### src/include/agu_consts.svh
// widths and counts for the data-side address stage
`ifndef AGU_CONSTS_SVH
`define AGU_CONSTS_SVH

// virtual address and 8 KB page split
`define AGU_VADDR_W 44
`define AGU_PAGE_W 13
`define AGU_VPN_W 31

// physical frame number, paddr is pfn plus page offset
`define AGU_PFN_W 31

// four-byte cache banks
`define AGU_BANKS 32

// data TLB, fully associative
`define AGU_TLB_ENTRIES 8

// op FIFO between issue and translate
`define AGU_FIFO_DEPTH 4

`endif

### src/design/mem_op_pkg.sv
// memory operation types carried from issue to translation
`include "agu_consts.svh"

package mem_op_pkg;

  // operand size class, same order as the bank rule uses
  typedef enum logic [2:0] {
    b1   = 3'd0,
    b2   = 3'd1,
    b4   = 3'd2,
    b8   = 3'd3,
    b10  = 3'd4,  // long double
    b16u = 3'd5,  // unaligned 128 bit
    b20  = 3'd6,  // fill/spill
    b16a = 3'd7   // aligned 128 bit
  } size_class_t;

  // operation attribute nibble
  typedef logic [3:0] attr_t;

  localparam int attr_km = 0;  // kernel mode, others reserved

  // operation as it leaves the issue stage
  typedef struct packed {
    logic [`AGU_VADDR_W-1:0] vaddr;
    logic [4:0]              sz;
    logic [4:0]              bank0;
    logic [8:0]              regno;
    logic                    st;
    attr_t                   attr;
    logic [`AGU_BANKS-1:0]   banks;
  } mem_op_t;

endpackage

### src/design/tlb_pkg.sv
// data TLB entry and page fault code types
`include "agu_consts.svh"

package tlb_pkg;

  typedef struct packed {
    logic                  valid;
    logic [`AGU_VPN_W-1:0] vpn;
    logic [`AGU_PFN_W-1:0] pfn;
    logic                  sys;  // kernel only
    logic                  na;   // not accessible
  } tlb_entry_t;

  typedef logic [7:0] fault_code_t;

  // fault code bit positions
  localparam int fault_na_bit  = 0;
  localparam int fault_sys_bit = 2;

endpackage

### src/design/agu_issue.sv
// issue stage, registers an accepted memory operation with its bank mask
`timescale 1ns/1ps
`include "agu_consts.svh"

module agu_issue (
  input  logic                    clk,
  input  logic                    rst,
  input  logic                    except,
  input  logic                    stall,
  input  logic                    op_en,
  input  logic [`AGU_VADDR_W-1:0] op_vaddr,
  input  logic [4:0]              op_sz,
  input  logic [4:0]              op_bank0,
  input  logic [8:0]              op_regno,
  input  logic                    op_st,
  input  mem_op_pkg::attr_t       op_attr,
  output logic                    push,
  output mem_op_pkg::mem_op_t     push_op
);
  import mem_op_pkg::*;

  size_class_t               sz_class;
  logic [4:0]                nbytes;
  logic [4:0]                span;
  logic [2:0]                nbanks;
  logic [`AGU_BANKS-1:0]     run;
  logic [2*`AGU_BANKS-1:0]   run_rot;
  logic [`AGU_BANKS-1:0]     banks;
  logic                      accept;

  assign accept = op_en & ~stall & ~except;

  always_comb begin
    case (op_sz)
      5'd16:               sz_class = b1;
      5'd17:               sz_class = b2;
      5'd18:               sz_class = b4;
      5'd19:               sz_class = b8;
      5'd3:                sz_class = b10;
      5'd0, 5'd1, 5'd2:    sz_class = b16u;
      5'd12, 5'd13, 5'd14: sz_class = b16a;
      5'd4, 5'd5, 5'd6:    sz_class = b4;
      5'd8, 5'd9, 5'd10:   sz_class = b8;
      5'd15:               sz_class = b20;
      default:             sz_class = b8;  // 7 and 11 are 64 bit
    endcase
  end

  always_comb begin
    case (sz_class)
      b1:         nbytes = 5'd1;
      b2:         nbytes = 5'd2;
      b4:         nbytes = 5'd4;
      b8:         nbytes = 5'd8;
      b10:        nbytes = 5'd10;
      b16u, b16a: nbytes = 5'd16;
      default:    nbytes = 5'd20;
    endcase
  end

  // number of banks the byte run crosses
  assign span   = {3'b000, op_vaddr[1:0]} + nbytes;
  assign nbanks = (sz_class == b20) ? 3'd5 : 3'((span + 5'd3) >> 2);

  assign run     = (`AGU_BANKS'(1) << nbanks) - `AGU_BANKS'(1);
  assign run_rot = {{`AGU_BANKS{1'b0}}, run} << op_bank0;  // upper half is the wrap

  always_comb begin
    if (sz_class == b16a) begin
      banks = {{(`AGU_BANKS-8){1'b0}}, 8'hff} << {op_bank0[4:3], 3'b000};
    end else begin
      banks = run_rot[`AGU_BANKS-1:0] | run_rot[2*`AGU_BANKS-1:`AGU_BANKS];
    end
  end

  always_ff @(posedge clk) begin
    if (rst || except) begin
      push <= 1'b0;
    end else begin
      push <= accept;
    end
  end

  always_ff @(posedge clk) begin
    if (accept) begin
      push_op.vaddr <= op_vaddr;
      push_op.sz    <= op_sz;
      push_op.bank0 <= op_bank0;
      push_op.regno <= op_regno;
      push_op.st    <= op_st;
      push_op.attr  <= op_attr;
      push_op.banks <= banks;
    end
  end

endmodule

### src/design/op_fifo.sv
// small circular FIFO with flush, for any payload type
`timescale 1ns/1ps

module op_fifo #(
  parameter type payload_t = logic,
  parameter int  depth     = 4
) (
  input  logic       clk,
  input  logic       rst,
  input  logic       flush,
  input  logic       push,
  input  payload_t   push_data,
  input  logic       pop,
  output payload_t   head,
  output logic       empty,
  output logic [2:0] count
);
  localparam int aw = (depth > 1) ? $clog2(depth) : 1;

  payload_t      mem [depth];
  logic [aw-1:0] wr_ptr;
  logic [aw-1:0] rd_ptr;
  logic          do_pop;

  // wraps at depth, not only at a power of two
  function automatic logic [aw-1:0] next_ptr(input logic [aw-1:0] p);
    if (p == aw'(depth - 1)) begin
      return '0;
    end
    return p + 1'b1;
  endfunction

  assign empty  = (count == 3'd0);
  assign head   = mem[rd_ptr];
  assign do_pop = pop & ~empty;

  always_ff @(posedge clk) begin
    if (rst || flush) begin
      wr_ptr <= '0;
      rd_ptr <= '0;
      count  <= 3'd0;
    end else begin
      if (push) begin
        wr_ptr <= next_ptr(wr_ptr);
      end
      if (do_pop) begin
        rd_ptr <= next_ptr(rd_ptr);
      end
      count <= count + 3'(push) - 3'(do_pop);
    end
  end

  always_ff @(posedge clk) begin
    if (push) begin
      mem[wr_ptr] <= push_data;
    end
  end

endmodule

### src/design/agu_translate.sv
// translation stage, data TLB lookup, permission check and result registers
`timescale 1ns/1ps
`include "agu_consts.svh"

module agu_translate (
  input  logic                                clk,
  input  logic                                rst,
  input  logic                                except,
  input  logic                                bus_hold,
  input  logic                                empty,
  input  mem_op_pkg::mem_op_t                 head,
  input  logic                                tlb_wen,
  input  logic [2:0]                          tlb_windex,
  input  logic [`AGU_VPN_W-1:0]               tlb_wvpn,
  input  logic [`AGU_PFN_W-1:0]               tlb_wpfn,
  input  logic                                tlb_wsys,
  input  logic                                tlb_wna,
  output logic                                pop,
  output logic                                mop_en,
  output logic                                tlb_miss,
  output logic                                page_fault,
  output tlb_pkg::fault_code_t                fault_code,
  output logic [`AGU_PFN_W+`AGU_PAGE_W-1:0]   mop_paddr,
  output logic [`AGU_BANKS-1:0]               mop_banks,
  output logic [4:0]                          mop_sz,
  output logic                                mop_st,
  output logic [8:0]                          mop_regno
);
  import mem_op_pkg::*;
  import tlb_pkg::*;

  tlb_entry_t            tlb [`AGU_TLB_ENTRIES];
  tlb_entry_t            hit_entry;
  logic                  hit;
  logic [`AGU_VPN_W-1:0] vpn;
  logic                  km;
  fault_code_t           fault;

  assign vpn = head.vaddr[`AGU_VADDR_W-1:`AGU_PAGE_W];
  assign km  = head.attr[attr_km];
  assign pop = ~empty & ~bus_hold;  // head is always valid when not empty

  // fully associative compare, lowest matching index wins
  always_comb begin
    hit       = 1'b0;
    hit_entry = '0;
    for (int i = 0; i < `AGU_TLB_ENTRIES; i++) begin
      if (!hit && tlb[i].valid && tlb[i].vpn == vpn) begin
        hit       = 1'b1;
        hit_entry = tlb[i];
      end
    end
  end

  // na outranks the user-mode check on a sys page
  always_comb begin
    fault = '0;
    if (hit_entry.na) begin
      fault[fault_na_bit] = 1'b1;
    end else if (hit_entry.sys && !km) begin
      fault[fault_sys_bit] = 1'b1;
    end
  end

  always_ff @(posedge clk) begin
    if (rst) begin
      for (int i = 0; i < `AGU_TLB_ENTRIES; i++) begin
        tlb[i].valid <= 1'b0;
      end
    end else if (tlb_wen) begin
      tlb[tlb_windex] <= tlb_entry_t'{
        valid: 1'b1,
        vpn:   tlb_wvpn,
        pfn:   tlb_wpfn,
        sys:   tlb_wsys,
        na:    tlb_wna
      };
    end
  end

  // one strobe per popped op
  always_ff @(posedge clk) begin
    if (rst || except) begin
      mop_en     <= 1'b0;
      tlb_miss   <= 1'b0;
      page_fault <= 1'b0;
    end else begin
      mop_en     <= pop & hit & (fault == '0);
      tlb_miss   <= pop & ~hit;
      page_fault <= pop & hit & (fault != '0);
    end
  end

  always_ff @(posedge clk) begin
    if (pop) begin
      mop_paddr  <= {hit_entry.pfn, head.vaddr[`AGU_PAGE_W-1:0]};
      mop_banks  <= head.banks;
      mop_sz     <= head.sz;
      mop_st     <= head.st;
      mop_regno  <= head.regno;
      fault_code <= fault;
    end
  end

endmodule

### src/design/agu_top.sv
// data-side address stage, issue register, op FIFO and TLB translation
`timescale 1ns/1ps
`include "agu_consts.svh"

module agu_top (
  input  logic                              clk,
  input  logic                              rst,
  input  logic                              except,
  input  logic                              bus_hold,
  input  logic                              op_en,
  input  logic [`AGU_VADDR_W-1:0]           op_vaddr,
  input  logic [4:0]                        op_sz,
  input  logic [4:0]                        op_bank0,
  input  logic [8:0]                        op_regno,
  input  logic                              op_st,
  input  mem_op_pkg::attr_t                 op_attr,
  output logic                              stall,
  input  logic                              tlb_wen,
  input  logic [2:0]                        tlb_windex,
  input  logic [`AGU_VPN_W-1:0]             tlb_wvpn,
  input  logic [`AGU_PFN_W-1:0]             tlb_wpfn,
  input  logic                              tlb_wsys,
  input  logic                              tlb_wna,
  output logic                              mop_en,
  output logic                              tlb_miss,
  output logic                              page_fault,
  output tlb_pkg::fault_code_t              fault_code,
  output logic [`AGU_PFN_W+`AGU_PAGE_W-1:0] mop_paddr,
  output logic [`AGU_BANKS-1:0]             mop_banks,
  output logic [4:0]                        mop_sz,
  output logic                              mop_st,
  output logic [8:0]                        mop_regno
);
  import mem_op_pkg::*;

  mem_op_t    push_op;
  mem_op_t    head;
  logic       push;
  logic       empty;
  logic       pop;
  logic [2:0] fifo_count;

  // one slot kept back for the op sitting in the issue register
  assign stall = (fifo_count >= 3'(`AGU_FIFO_DEPTH - 1));

  agu_issue i_issue (
    .clk      (clk),
    .rst      (rst),
    .except   (except),
    .stall    (stall),
    .op_en    (op_en),
    .op_vaddr (op_vaddr),
    .op_sz    (op_sz),
    .op_bank0 (op_bank0),
    .op_regno (op_regno),
    .op_st    (op_st),
    .op_attr  (op_attr),
    .push     (push),
    .push_op  (push_op)
  );

  op_fifo #(
    .payload_t (mem_op_t),
    .depth     (`AGU_FIFO_DEPTH)
  ) i_fifo (
    .clk       (clk),
    .rst       (rst),
    .flush     (except),
    .push      (push),
    .push_data (push_op),
    .pop       (pop),
    .head      (head),
    .empty     (empty),
    .count     (fifo_count)
  );

  agu_translate i_translate (
    .clk        (clk),
    .rst        (rst),
    .except     (except),
    .bus_hold   (bus_hold),
    .empty      (empty),
    .head       (head),
    .tlb_wen    (tlb_wen),
    .tlb_windex (tlb_windex),
    .tlb_wvpn   (tlb_wvpn),
    .tlb_wpfn   (tlb_wpfn),
    .tlb_wsys   (tlb_wsys),
    .tlb_wna    (tlb_wna),
    .pop        (pop),
    .mop_en     (mop_en),
    .tlb_miss   (tlb_miss),
    .page_fault (page_fault),
    .fault_code (fault_code),
    .mop_paddr  (mop_paddr),
    .mop_banks  (mop_banks),
    .mop_sz     (mop_sz),
    .mop_st     (mop_st),
    .mop_regno  (mop_regno)
  );

endmodule

### config.mk
export PLATFORM = sky130hd
export DESIGN_NAME = agu_top
export DESIGN_NICKNAME = d
export VERILOG_FILES = /design/src/design/mem_op_pkg.sv /design/src/design/tlb_pkg.sv /design/src/design/agu_issue.sv /design/src/design/op_fifo.sv /design/src/design/agu_translate.sv /design/src/design/agu_top.sv
export VERILOG_INCLUDE_DIRS = /design/src /design/src/include
export SDC_FILE = /design/constraint.sdc
export NUM_CORES = 1
export LEC_CHECK = 0
export BUFFER_PORTS_ARGS = -buffer_cell sky130_fd_sc_hd__buf_2
export CAP_MARGIN = 10
export CORE_ASPECT_RATIO = 1.4
export CORE_MARGIN = 2
export CORE_UTILIZATION = 33
export CTS_BUF_LIST = sky130_fd_sc_hd__clkbuf_8 sky130_fd_sc_hd__clkbuf_16
export DETAILED_ROUTE_END_ITERATION = 8
export HOLD_SLACK_MARGIN = 0.12
export MAX_ROUTING_LAYER = met4
export PLACE_DENSITY_LB_ADDON = 0.12
export SETUP_SLACK_MARGIN = 0.3
export SLEW_MARGIN = 10
export SYNTH_ARGS = -nofsm -noshare
export SYNTH_HDL_FRONTEND = slang
export SYNTH_SLANG_ARGS = --single-unit
### constraint.sdc
create_clock -name clk -period 7.6 [get_ports clk]
set_input_delay 0.38 -clock clk [delete_from_list [all_inputs] [get_ports clk]]
set_output_delay 0.38 -clock clk [all_outputs]
set_load 0.03 [all_outputs]
==> flow_summary.toml, run 1 <==
[floorplanning]
rows = 157
die_w_um = 311
core_area_um2 = 131000
die_h_um = 434
die_area_um2 = 135000
num_io_pins = 244
start_util = 0.333

[detailed_routing]
drt_iter0_drc = 1677
firstDrtPassIters = 8
via_count = 24100
wl_per_cell_um = 26.1
ant_nets = 0
wirelength_um = 124000
viasPerCell = 5.07
drc = 0

[setup_path]
crit_path_max_fanout = 16
critPathMaxStageDelay_ps = 780
cp-endpoint = "i_issue.push_op[15]$_DFFE_PP_"
reg2regPathDepth = 11
cp.depth = 24
cp-end-kind = "register"
rr_endpoint = "i_translate.mop_paddr[15]$_DFFE_PP_"
cp_slowest_cell = "o32ai_1"
reg2reg_slack_ps = 1960
cp_num_buf_inv = 3
crit_required_ps = 8030
crit_path_start_kind = "primary input"
critPathLaunch = "op_sz[2]"
path_cells = "dlygate4sd3_1, buf_2, a21bo_2, a21oi_1, o21a_1, o21ai_0, a21o_1, ha_1, inv_1, ha_1, or2_2, a221o_1, o221a_2, a21o_1, nor2_1, nand3_1, ha_1, nor2b_1, a211oi_1, o41ai_1, nand2_1, o31ai_1, o32ai_1, mux2i_1"
cp_top_family = "compound AO/OA/AOI/OAI gates"
crit_type = "primary input to register"
arrival_ps = 6470
critPathMostFrequentCell = "ha_1"

[synth]
synthCells = 2509
yosysSeqAreaShare = 0.744
netlist_area_um2 = 43600
synth_edf_count = 1065
yosys_warnings = 0
synth-main-ff-cell = "edfxtp_1"
ys_types = 95
synth_seq_cells = 1086
ys_async_sr_fraction = 0
synth.avg_cell_area_um2 = 17.4

[global_route]
grt_pass1_vias = 25500
overflow = 0
grt_usage = 0.189
grt_antenna_before_repair = 19
grt_max_degree = 57
grt_first_pass_wirelength_um = 180000

[sta]
maxSlewHeadroom = 0.199
slew_violations = 0
post-route-period-util = 0.794
tightestPinTransition_ps = 1200
fin_tns_setup_ps = 0
whs_ps = 251
fin_skew_ps = 18.2
period_minus_slack_ps = 6040
setup_violations = 0
rsz0062_at_grt = "no"
final_hold_viol_count = 0
clock.fmax_mhz = 166

[cts]
cts_sinks = 1086
clock_latency_ps = 730
post-cts-setup-buffers = 0
ctsResizeCount = 0
clkTransAtPathRegs_ps = 60
clockRootBuffer = "clkbuf_16"
htree_levels = 3
clock_tree.buffer_depth = 3
cts_buffers = 110
cts_tree = "built"

[power_and_ir_drop]
peakVddDrop_v = 0.000210
p_leak_uw = 0.0169
powerDensity_nw_per_um2 = 251
power_uw = 13000

[placed_design]
gp_congestion = 0.859
io_buffers = 234
dpl.hpwl_um = 77300

[finish]
fin_util = 0.395
syn2layout_area_growth_pct = 18.5
fill_cells = 12100
seq_area_um2 = 32400
layout-drive-gt1-share = 0.205
final_nets = 3054
multi_input_area_um2 = 10400

[status]
status = "finished clean"

[min_path]
hp-class = "primary input to register"

[run]
max_cap_violations = 0
-- layout by cell type, fill, tap and decap left out, types with 8 or more instances in the layout --
master	count
buf_2	234
nor2b_1	12
dfxtp_1	19
a21oi_1	81
mux2i_1	94
clkbuf_16	111
xor2_1	71
o22ai_1	19
clkinvlp_4	9
a211o_1	13
nand3_1	34
ha_1	13
diode_2	15
a222oi_1	11
nand2b_1	10
a211oi_1	20
a22oi_1	23
edfxtp_1	1065
nor4_1	23
bufinv_16	11
buf_4	45
inv_1	78
a21o_1	9
mux4_2	92
o21ai_0	63
nand4_1	86
nand2_1	104
mux2_2	17
dlygate4sd3_1	127
a31oi_1	12
nor2_1	65
o211ai_1	9
o221ai_1	8
clkinv_1	17
clkinv_2	19
nor3_1	16
xnor2_1	171
-- metal layers --
layer / vias to the layer above / GRT usage / share of wire
met5: - / - / 0
met4: 0 / 0.0567 / 0.024
met3: 171 / 0.0325 / 0.050
met2: 684 / 0.331 / 0.52
met1: 12600 / 0.223 / 0.41
li1: 10700 / - / -
-- metrics by stage --
step / area, um2 / cells / worst slack [ps]
final: 51600 / 4757 / 1560
after global routing: 51600 / 4756 / 1090
after CTS: 51600 / 4742 / 1740
after detailed placement: 46700 / 4408 / 1450
after global placement: 46700 / 4408 / 1560
after floorplan: 43600 / 2514 / 1390
-- worst min-delay path by stage --
stage                                               end                                 from  cells after the start  slack (ps)
floorplan           i_translate.tlb[0][64]$_SDFFE_PP1P_  i_translate.tlb[0][64]$_SDFFE_PP1P_                      1         420
global placement    i_translate.tlb[5][64]$_SDFFE_PP1P_  i_translate.tlb[5][64]$_SDFFE_PP1P_                      1         430
detailed placement  i_translate.tlb[0][64]$_SDFFE_PP1P_  i_translate.tlb[0][64]$_SDFFE_PP1P_                      1         440
CTS                        i_issue.push_op[1]$_DFFE_PP_                          op_bank0[4]                      2         180
global route           i_translate.tlb[0][49]$_DFFE_PP_                        tlb_windex[0]                      2         230
finish                 i_translate.tlb[0][49]$_DFFE_PP_                        tlb_windex[0]                      2         250
-- cell type report --
| type | count | share of cell area |
|---|---|---|
| Sequential cell | 1086 | 0.628 |
| Multi-Input combinational cell | 1238 | 0.201 |
| Inverter | 55 | 0.00400 |
| Clock inverter | 95 | 0.0159 |
| Timing Repair Buffer | 407 | 0.0542 |
| Clock buffer | 112 | 0.0540 |
| Tap cell | 1749 | 0.0424 |
| Antenna cell | 15 | 0.000727 |
-- cells in the mapped netlist (53+ instances only) --
master / count / area share
nand2_1: 104 / 0.0090
mux2i_1: 94 / 0.022
nand4_1: 86 / 0.012
clkbuf_1: 60 / 0.0052
mux4_2: 92 / 0.048
edfxtp_1: 1065 / 0.73
a21oi_1: 81 / 0.0093
nor2_1: 72 / 0.0062
xnor2_1: 171 / 0.034
inv_1: 53 / 0.0046
xor2_1: 71 / 0.014
o21ai_0: 63 / 0.0072
-- state kept, by name, indices dropped and copies added, names as in the netlist, 2 cells and up, named ones only --
signal	count
i_fifo.count	3
i_translate.mop_regno	9
i_issue.push_op	92
i_translate.mop_sz	5
i_fifo.mem	368
i_translate.tlb	520
i_translate.mop_banks	32
i_fifo.rd_ptr	2
i_translate.fault_code	2
i_translate.mop_paddr	44
i_fifo.wr_ptr	2
-- cell families (layout without fill, tap and decap cells) --
logic type               Yosys count  after routing  synth area share
multiplexers                     204            204            0.0739
XOR/XNOR                         243            243            0.0490
buffers and inverters            190            669            0.0212
AND/OR/NAND/NOR                  421            421            0.0520
flip-flops                      1086           1086             0.744
AO/OA/AOI/OAI                    348            348            0.0553
adder cells (fa/ha/maj)           16             16           0.00488
other                              1             21         0.0000861
-- what timing repair did --
action | in CTS | in global routing
hold buffers | 127 | 0
hold endpoints to repair | 576 | 0
endpoints found under the setup margin | 0 | 0
-- where the power goes --
| group | internal (uW) | leakage, uW | switching, uW |
|---|---|---|---|
| combinational | 250 | 0.00516 | 489 |
| sequential | 6730 | 0.00985 | 67.4 |
| clock | 3050 | 0.00184 | 2370 |
Power figures use the tool's default switching activity.
==> run 2, diff against run 1 <==
clock period = 5.2 ns   (was 7.6 ns; I/O delays follow)
==> flow_summary.toml, run 2 (synthesis gave the netlist of run 1 again) <==
[status]
status = "finished clean"

[setup_path]
crit_path_max_fanout = 7
crit_path_start_kind = "primary input"
arrival_ps = 5180
critPathMaxStageDelay_ps = 530
crit_type = "primary input to register"
crit_required_ps = 5690
cp_slowest_cell = "dlygate4sd3_1"
reg2regPathDepth = 13
cp-end-kind = "register"
critPathLaunch = "op_sz[3]"

[detailed_routing]
ant_nets = 0
wl_per_cell_um = 25.5
via_count = 24200
drt_iter0_drc = 1860
wirelength_um = 123000
drc = 0
firstDrtPassIters = 7
viasPerCell = 5.02

[floorplanning]
die_h_um = 434
num_io_pins = 244
die_w_um = 311
rows = 157
die_area_um2 = 135000
core_area_um2 = 131000
start_util = 0.333

[cts]
cts_sinks = 1086
clockRootBuffer = "clkbuf_16"
cts_tree = "built"
cts_buffers = 110
htree_levels = 3
clkTransAtPathRegs_ps = 70
clock_latency_ps = 750
clock_tree.buffer_depth = 3

[sta]
maxSlewHeadroom = 0.335
rsz0062_at_grt = "no"
clock.fmax_mhz = 213
fin_skew_ps = 51.9
final_hold_viol_count = 0
slew_violations = 0
period_minus_slack_ps = 4690
tightestPinTransition_ps = 994
setup_violations = 0
post-route-period-util = 0.902

[finish]
final_nets = 3112
stdcell_count = 4815
layout-drive-gt1-share = 0.226
final_common_cell = "edfxtp_1"
reg_top3 = "i_translate.tlb: 520 flops, i_fifo.mem: 368 flops, i_issue.push_op: 92 flops"
top_register = "i_translate.tlb"
fill_cells = 12100
post-route-cell-area_um2 = 52500
largest_reg_flops = 520
layout_common_cells = "edfxtp_1 (1065), buf_2 (233), xnor2_1 (171)"
fin_util = 0.402
syn2layout_area_growth_pct = 20.6

[placed_design]
dp_cells = 4449
gp_congestion = 0.895
place_area_um2 = 47100
dpl.hpwl_um = 77600
io_buffers = 234

[global_route]
grt_antenna_before_repair = 20
overflow = 0
grt_usage = 0.185
grt_first_pass_wirelength_um = 176000
grt_pass1_vias = 25100
grt_max_degree = 98

[run]
max_cap_violations = 0

[power_and_ir_drop]
p_leak_uw = 0.0172
powerDensity_nw_per_um2 = 367
peakVddDrop_v = 0.000297
power_uw = 19300

[min_path]
hold-path-cell-count = 3
hold_start = "tlb_windex[2]"
hp-class = "primary input to register"
==> run 2: changes by cell type in the layout (fill, tap and decap cells not counted), sizes merged <==
cell	change
buf	+51
inv	-14
clkinv	+7
dlygate4sd3	+7
bufinv	+6
diode	+4
clkbuf	-2
clkinvlp	-1
==> run 2: through the flow <==
step | worst slack [ps] | TNS (ps) | hold slack [ps]
5_1_grt | 279 | 0 | 201
6_report | 510 | 0 | 184
3_5_place_dp | 26.0 | 0 | 438
3_3_place_gp | 73.0 | 0 | 434
2_1_floorplan | -271 | -34630 | 359
4_1_cts | 312 | 0 | 122
==> run 2: worst paths after layout <==
| path | endpoint | slack (ps) |
|---|---|---|
| worst max-delay path | i_issue.push_op[19]$_DFFE_PP_ | 510 |
| worst min-delay path | i_translate.tlb[3][33]$_DFFE_PP_ | 180 |
| worst max register to register | i_translate.fault_code[2]$_DFFE_PP_ | 630 |
| worst min register to register | i_translate.tlb[0][64]$_SDFFE_PP1P_ | 450 |
==> run 2: layer usage <==
metal | global-route usage | vias to the layer above | wire [um] | part of all wire
li1 | - | 10800 | - | -
met1 | 0.215 | 12500 | 49300 | 0.40
met2 | 0.327 | 664 | 64300 | 0.52
met3 | 0.0351 | 144 | 6380 | 0.052
met4 | 0.0519 | 0 | 2610 | 0.021
met5 | - | - | 0 | 0
==> run 2: power breakdown <==
group          switching [uW]  internal (uW)
Combinational             728            422
Clock                    3490           4730
Sequential               99.8           9830
Total                    4320          15000
==> run 2: critical path: cells and delay by family <==
| kind | cells | cell delay, ps |
|---|---|---|
| AOI/OAI and AO/OA | 8 | 1660 |
| and+or+nand+nor | 7 | 1230 |
| buffers and inverters | 5 | 920 |
| adders and majority gates | 4 | 870 |
| muxes | 1 | 270 |
==> run 2: what timing repair did <==
item / CTS / global route
hold buffers: 134 / 0
setup endpoints to repair: 0 / 52
hold endpoints to repair: 602 / 0
gates resized for setup: 0 / 28
setup buffers: 0 / 9
==> run 2: cell type report <==
type	count	area [um2]	share of cell area
diodes	19	47.5	0.000905
clock buffers	110	2750	0.0524
clock inverters	93	1000	0.0191
inverters	55	206	0.00393
multi-input cells	1238	10500	0.200
flip-flops and latches	1086	32400	0.617
well taps	1749	2190	0.0417
repair buffers	465	3400	0.0647
==> run 3, diff against run 2 <==
--- a/config.mk
+++ b/config.mk
@@ -18,2 +18,3 @@
 export PLACE_DENSITY_LB_ADDON = 0.12
+export RECOVER_POWER = 50
 export SETUP_SLACK_MARGIN = 0.3
==> constraint.sdc (replaced) <==
create_clock -name clk -period 5.2 [get_ports clk]
set_input_delay 0.52 -clock clk [delete_from_list [all_inputs] [get_ports clk]]
set_output_delay 0.52 -clock clk [all_outputs]
set_load 0.03 [all_outputs]
==> flow_summary.toml, run 3 (synthesis gave the netlist of run 1 again) <==
[detailed_routing]
wirelength_um = 125000
met1_length_um = 50500
via_count = 24200
ant_nets = 0
viasPerCell = 5.03
highest-signal-layer = "met4"
drt_iter0_drc = 1722
wl_per_cell_um = 25.9
met3_length_um = 6690
met2_length_um = 63900
drc = 0
firstDrtPassIters = 5

[sta]
final_hold_viol_count = 0
slew_violations = 207
tightestPinTransition_ps = 3560
maxSlewHeadroom = -1.38
setup_violations = 0
clock.fmax_mhz = 216
post-route-period-util = 0.890
fin_skew_ps = 32.8
period_minus_slack_ps = 4630
rsz0062_at_grt = "no"

[setup_path]
cp-end-kind = "register"
arrival_ps = 5190
crit_path_max_fanout = 24
crit_path_start_kind = "register"
crit_type = "register to register"
crit_required_ps = 5760
reg2regPathDepth = 11

[finish]
final_common_cell = "edfxtp_1"
largest_reg_flops = 520
layout-drive-gt1-share = 0.197
layout_common_cells = "edfxtp_1 (1065), xnor2_1 (171), buf_2 (155)"
reg_top3 = "i_translate.tlb: 520 flops, i_fifo.mem: 368 flops, i_issue.push_op: 92 flops"
final_nets = 3112
post-route-cell-area_um2 = 51900
syn2layout_area_growth_pct = 19.0
top_register = "i_translate.tlb"

[floorplanning]
die_h_um = 434
core_area_um2 = 131000
die_w_um = 311
die_area_um2 = 135000
rows = 157
num_io_pins = 244
start_util = 0.333

[cts]
post-cts-setup-buffers = 0
htree_levels = 3
cts_sinks = 1086
clock_latency_ps = 740
clkTransAtPathRegs_ps = 60
clockRootBuffer = "clkbuf_16"
cts_tree = "built"
cts_buffers = 112
clock_tree.buffer_depth = 3

[power_and_ir_drop]
p_comb_frac = 0.060
switching_share = 0.223
p_leak_uw = 0.0169
pwr-share-clk = 0.409
p_sw_uw = 4180
power_uw = 18700
peakVddDrop_v = 0.000271
p_seq_frac = 0.531
powerDensity_nw_per_um2 = 361
intPower_uw = 14500

[min_path]
hold-path-cell-count = 3
hp-class = "primary input to register"

[placed_design]
io_buffers = 234
gp_congestion = 0.875
dpl.hpwl_um = 80100
place_area_um2 = 47500

[run]
max_cap_violations = 6

[global_route]
grt_max_degree = 98
grt_antenna_before_repair = 22
grt_pass1_vias = 25300
overflow = 0
grt_first_pass_wirelength_um = 179000
grt_usage = 0.189

[status]
violations = "capacitance limit, slew limit"
status = "complete, but fails checks"
## run 3: path summary, 6_finish.rpt
check	startpoint	to	slack, ps
setup / recovery	register	i_translate.mop_paddr[22]$_DFFE_PP_	570
hold / removal	tlb_windex[2]	i_translate.tlb[7][64]$_SDFFE_PP1P_	260
setup reg to reg	register	i_translate.mop_paddr[22]$_DFFE_PP_	570
hold reg to reg	i_translate.tlb[5][64]$_SDFFE_PP1P_	i_translate.tlb[5][64]$_SDFFE_PP1P_	450
## run 3: critical path, stage by stage (launching register included)
cell and delay [ps]:
dfxtp_4 600, buf_12 240, mux4_2 740, xnor2_1 240
nand4_1 260, nor2_1 360, nand4_4 260, nor2_4 810
buf_4 340, a21oi_1 90, a211o_1 310, a21oi_1 150
## run 3: area by class of cell
type,instances,area (um2)
inverters,55,206
flip-flops and latches,1086,32400
fillers,12200,79000
clock inverters,91,657
multi-input cells,1238,10400
well taps,1749,2190
repair buffers,463,3150
clock buffers,112,2800
diodes,20,50.0
## run 3: metrics by stage
step           setup TNS [ps]  hold slack [ps]  instances  utilization  setup WS [ps]
3_3_place_gp            -35.2              430       4491        0.363          -18.4
4_1_cts                     0              126       4794        0.397            406
2_1_floorplan          -68190              424       2514            -           -531
5_1_grt                     0              243       4811        0.396            279
6_report                    0              257       4814        0.396            570
3_5_place_dp            -75.4              440       4491        0.363          -38.1
## run 3: what timing repair did
action / 4_1_cts / 5_1_grt
hold endpoints to repair: 374 / 0
endpoints found under the setup margin: 0 / 2
gates resized for setup: 0 / 1
hold buffers: 100 / 0
## run 3: layer usage
layer / vias to the layer above / global-route usage
li1: 10800 / -
met5: - / -
met1: 12600 / 0.221
met4: 0 / 0.0639
met2: 615 / 0.327
met3: 183 / 0.0370
## run 3: power groups by stage
stage	clock network (uW)	logic (uW)	registers, uW
after CTS	7890	1150	9940
after global placement	0	1070	10100
after detailed placement	0	1080	10100
after global routing	8190	1210	9950
final	7650	1120	9940
after floorplan	0	552	10200
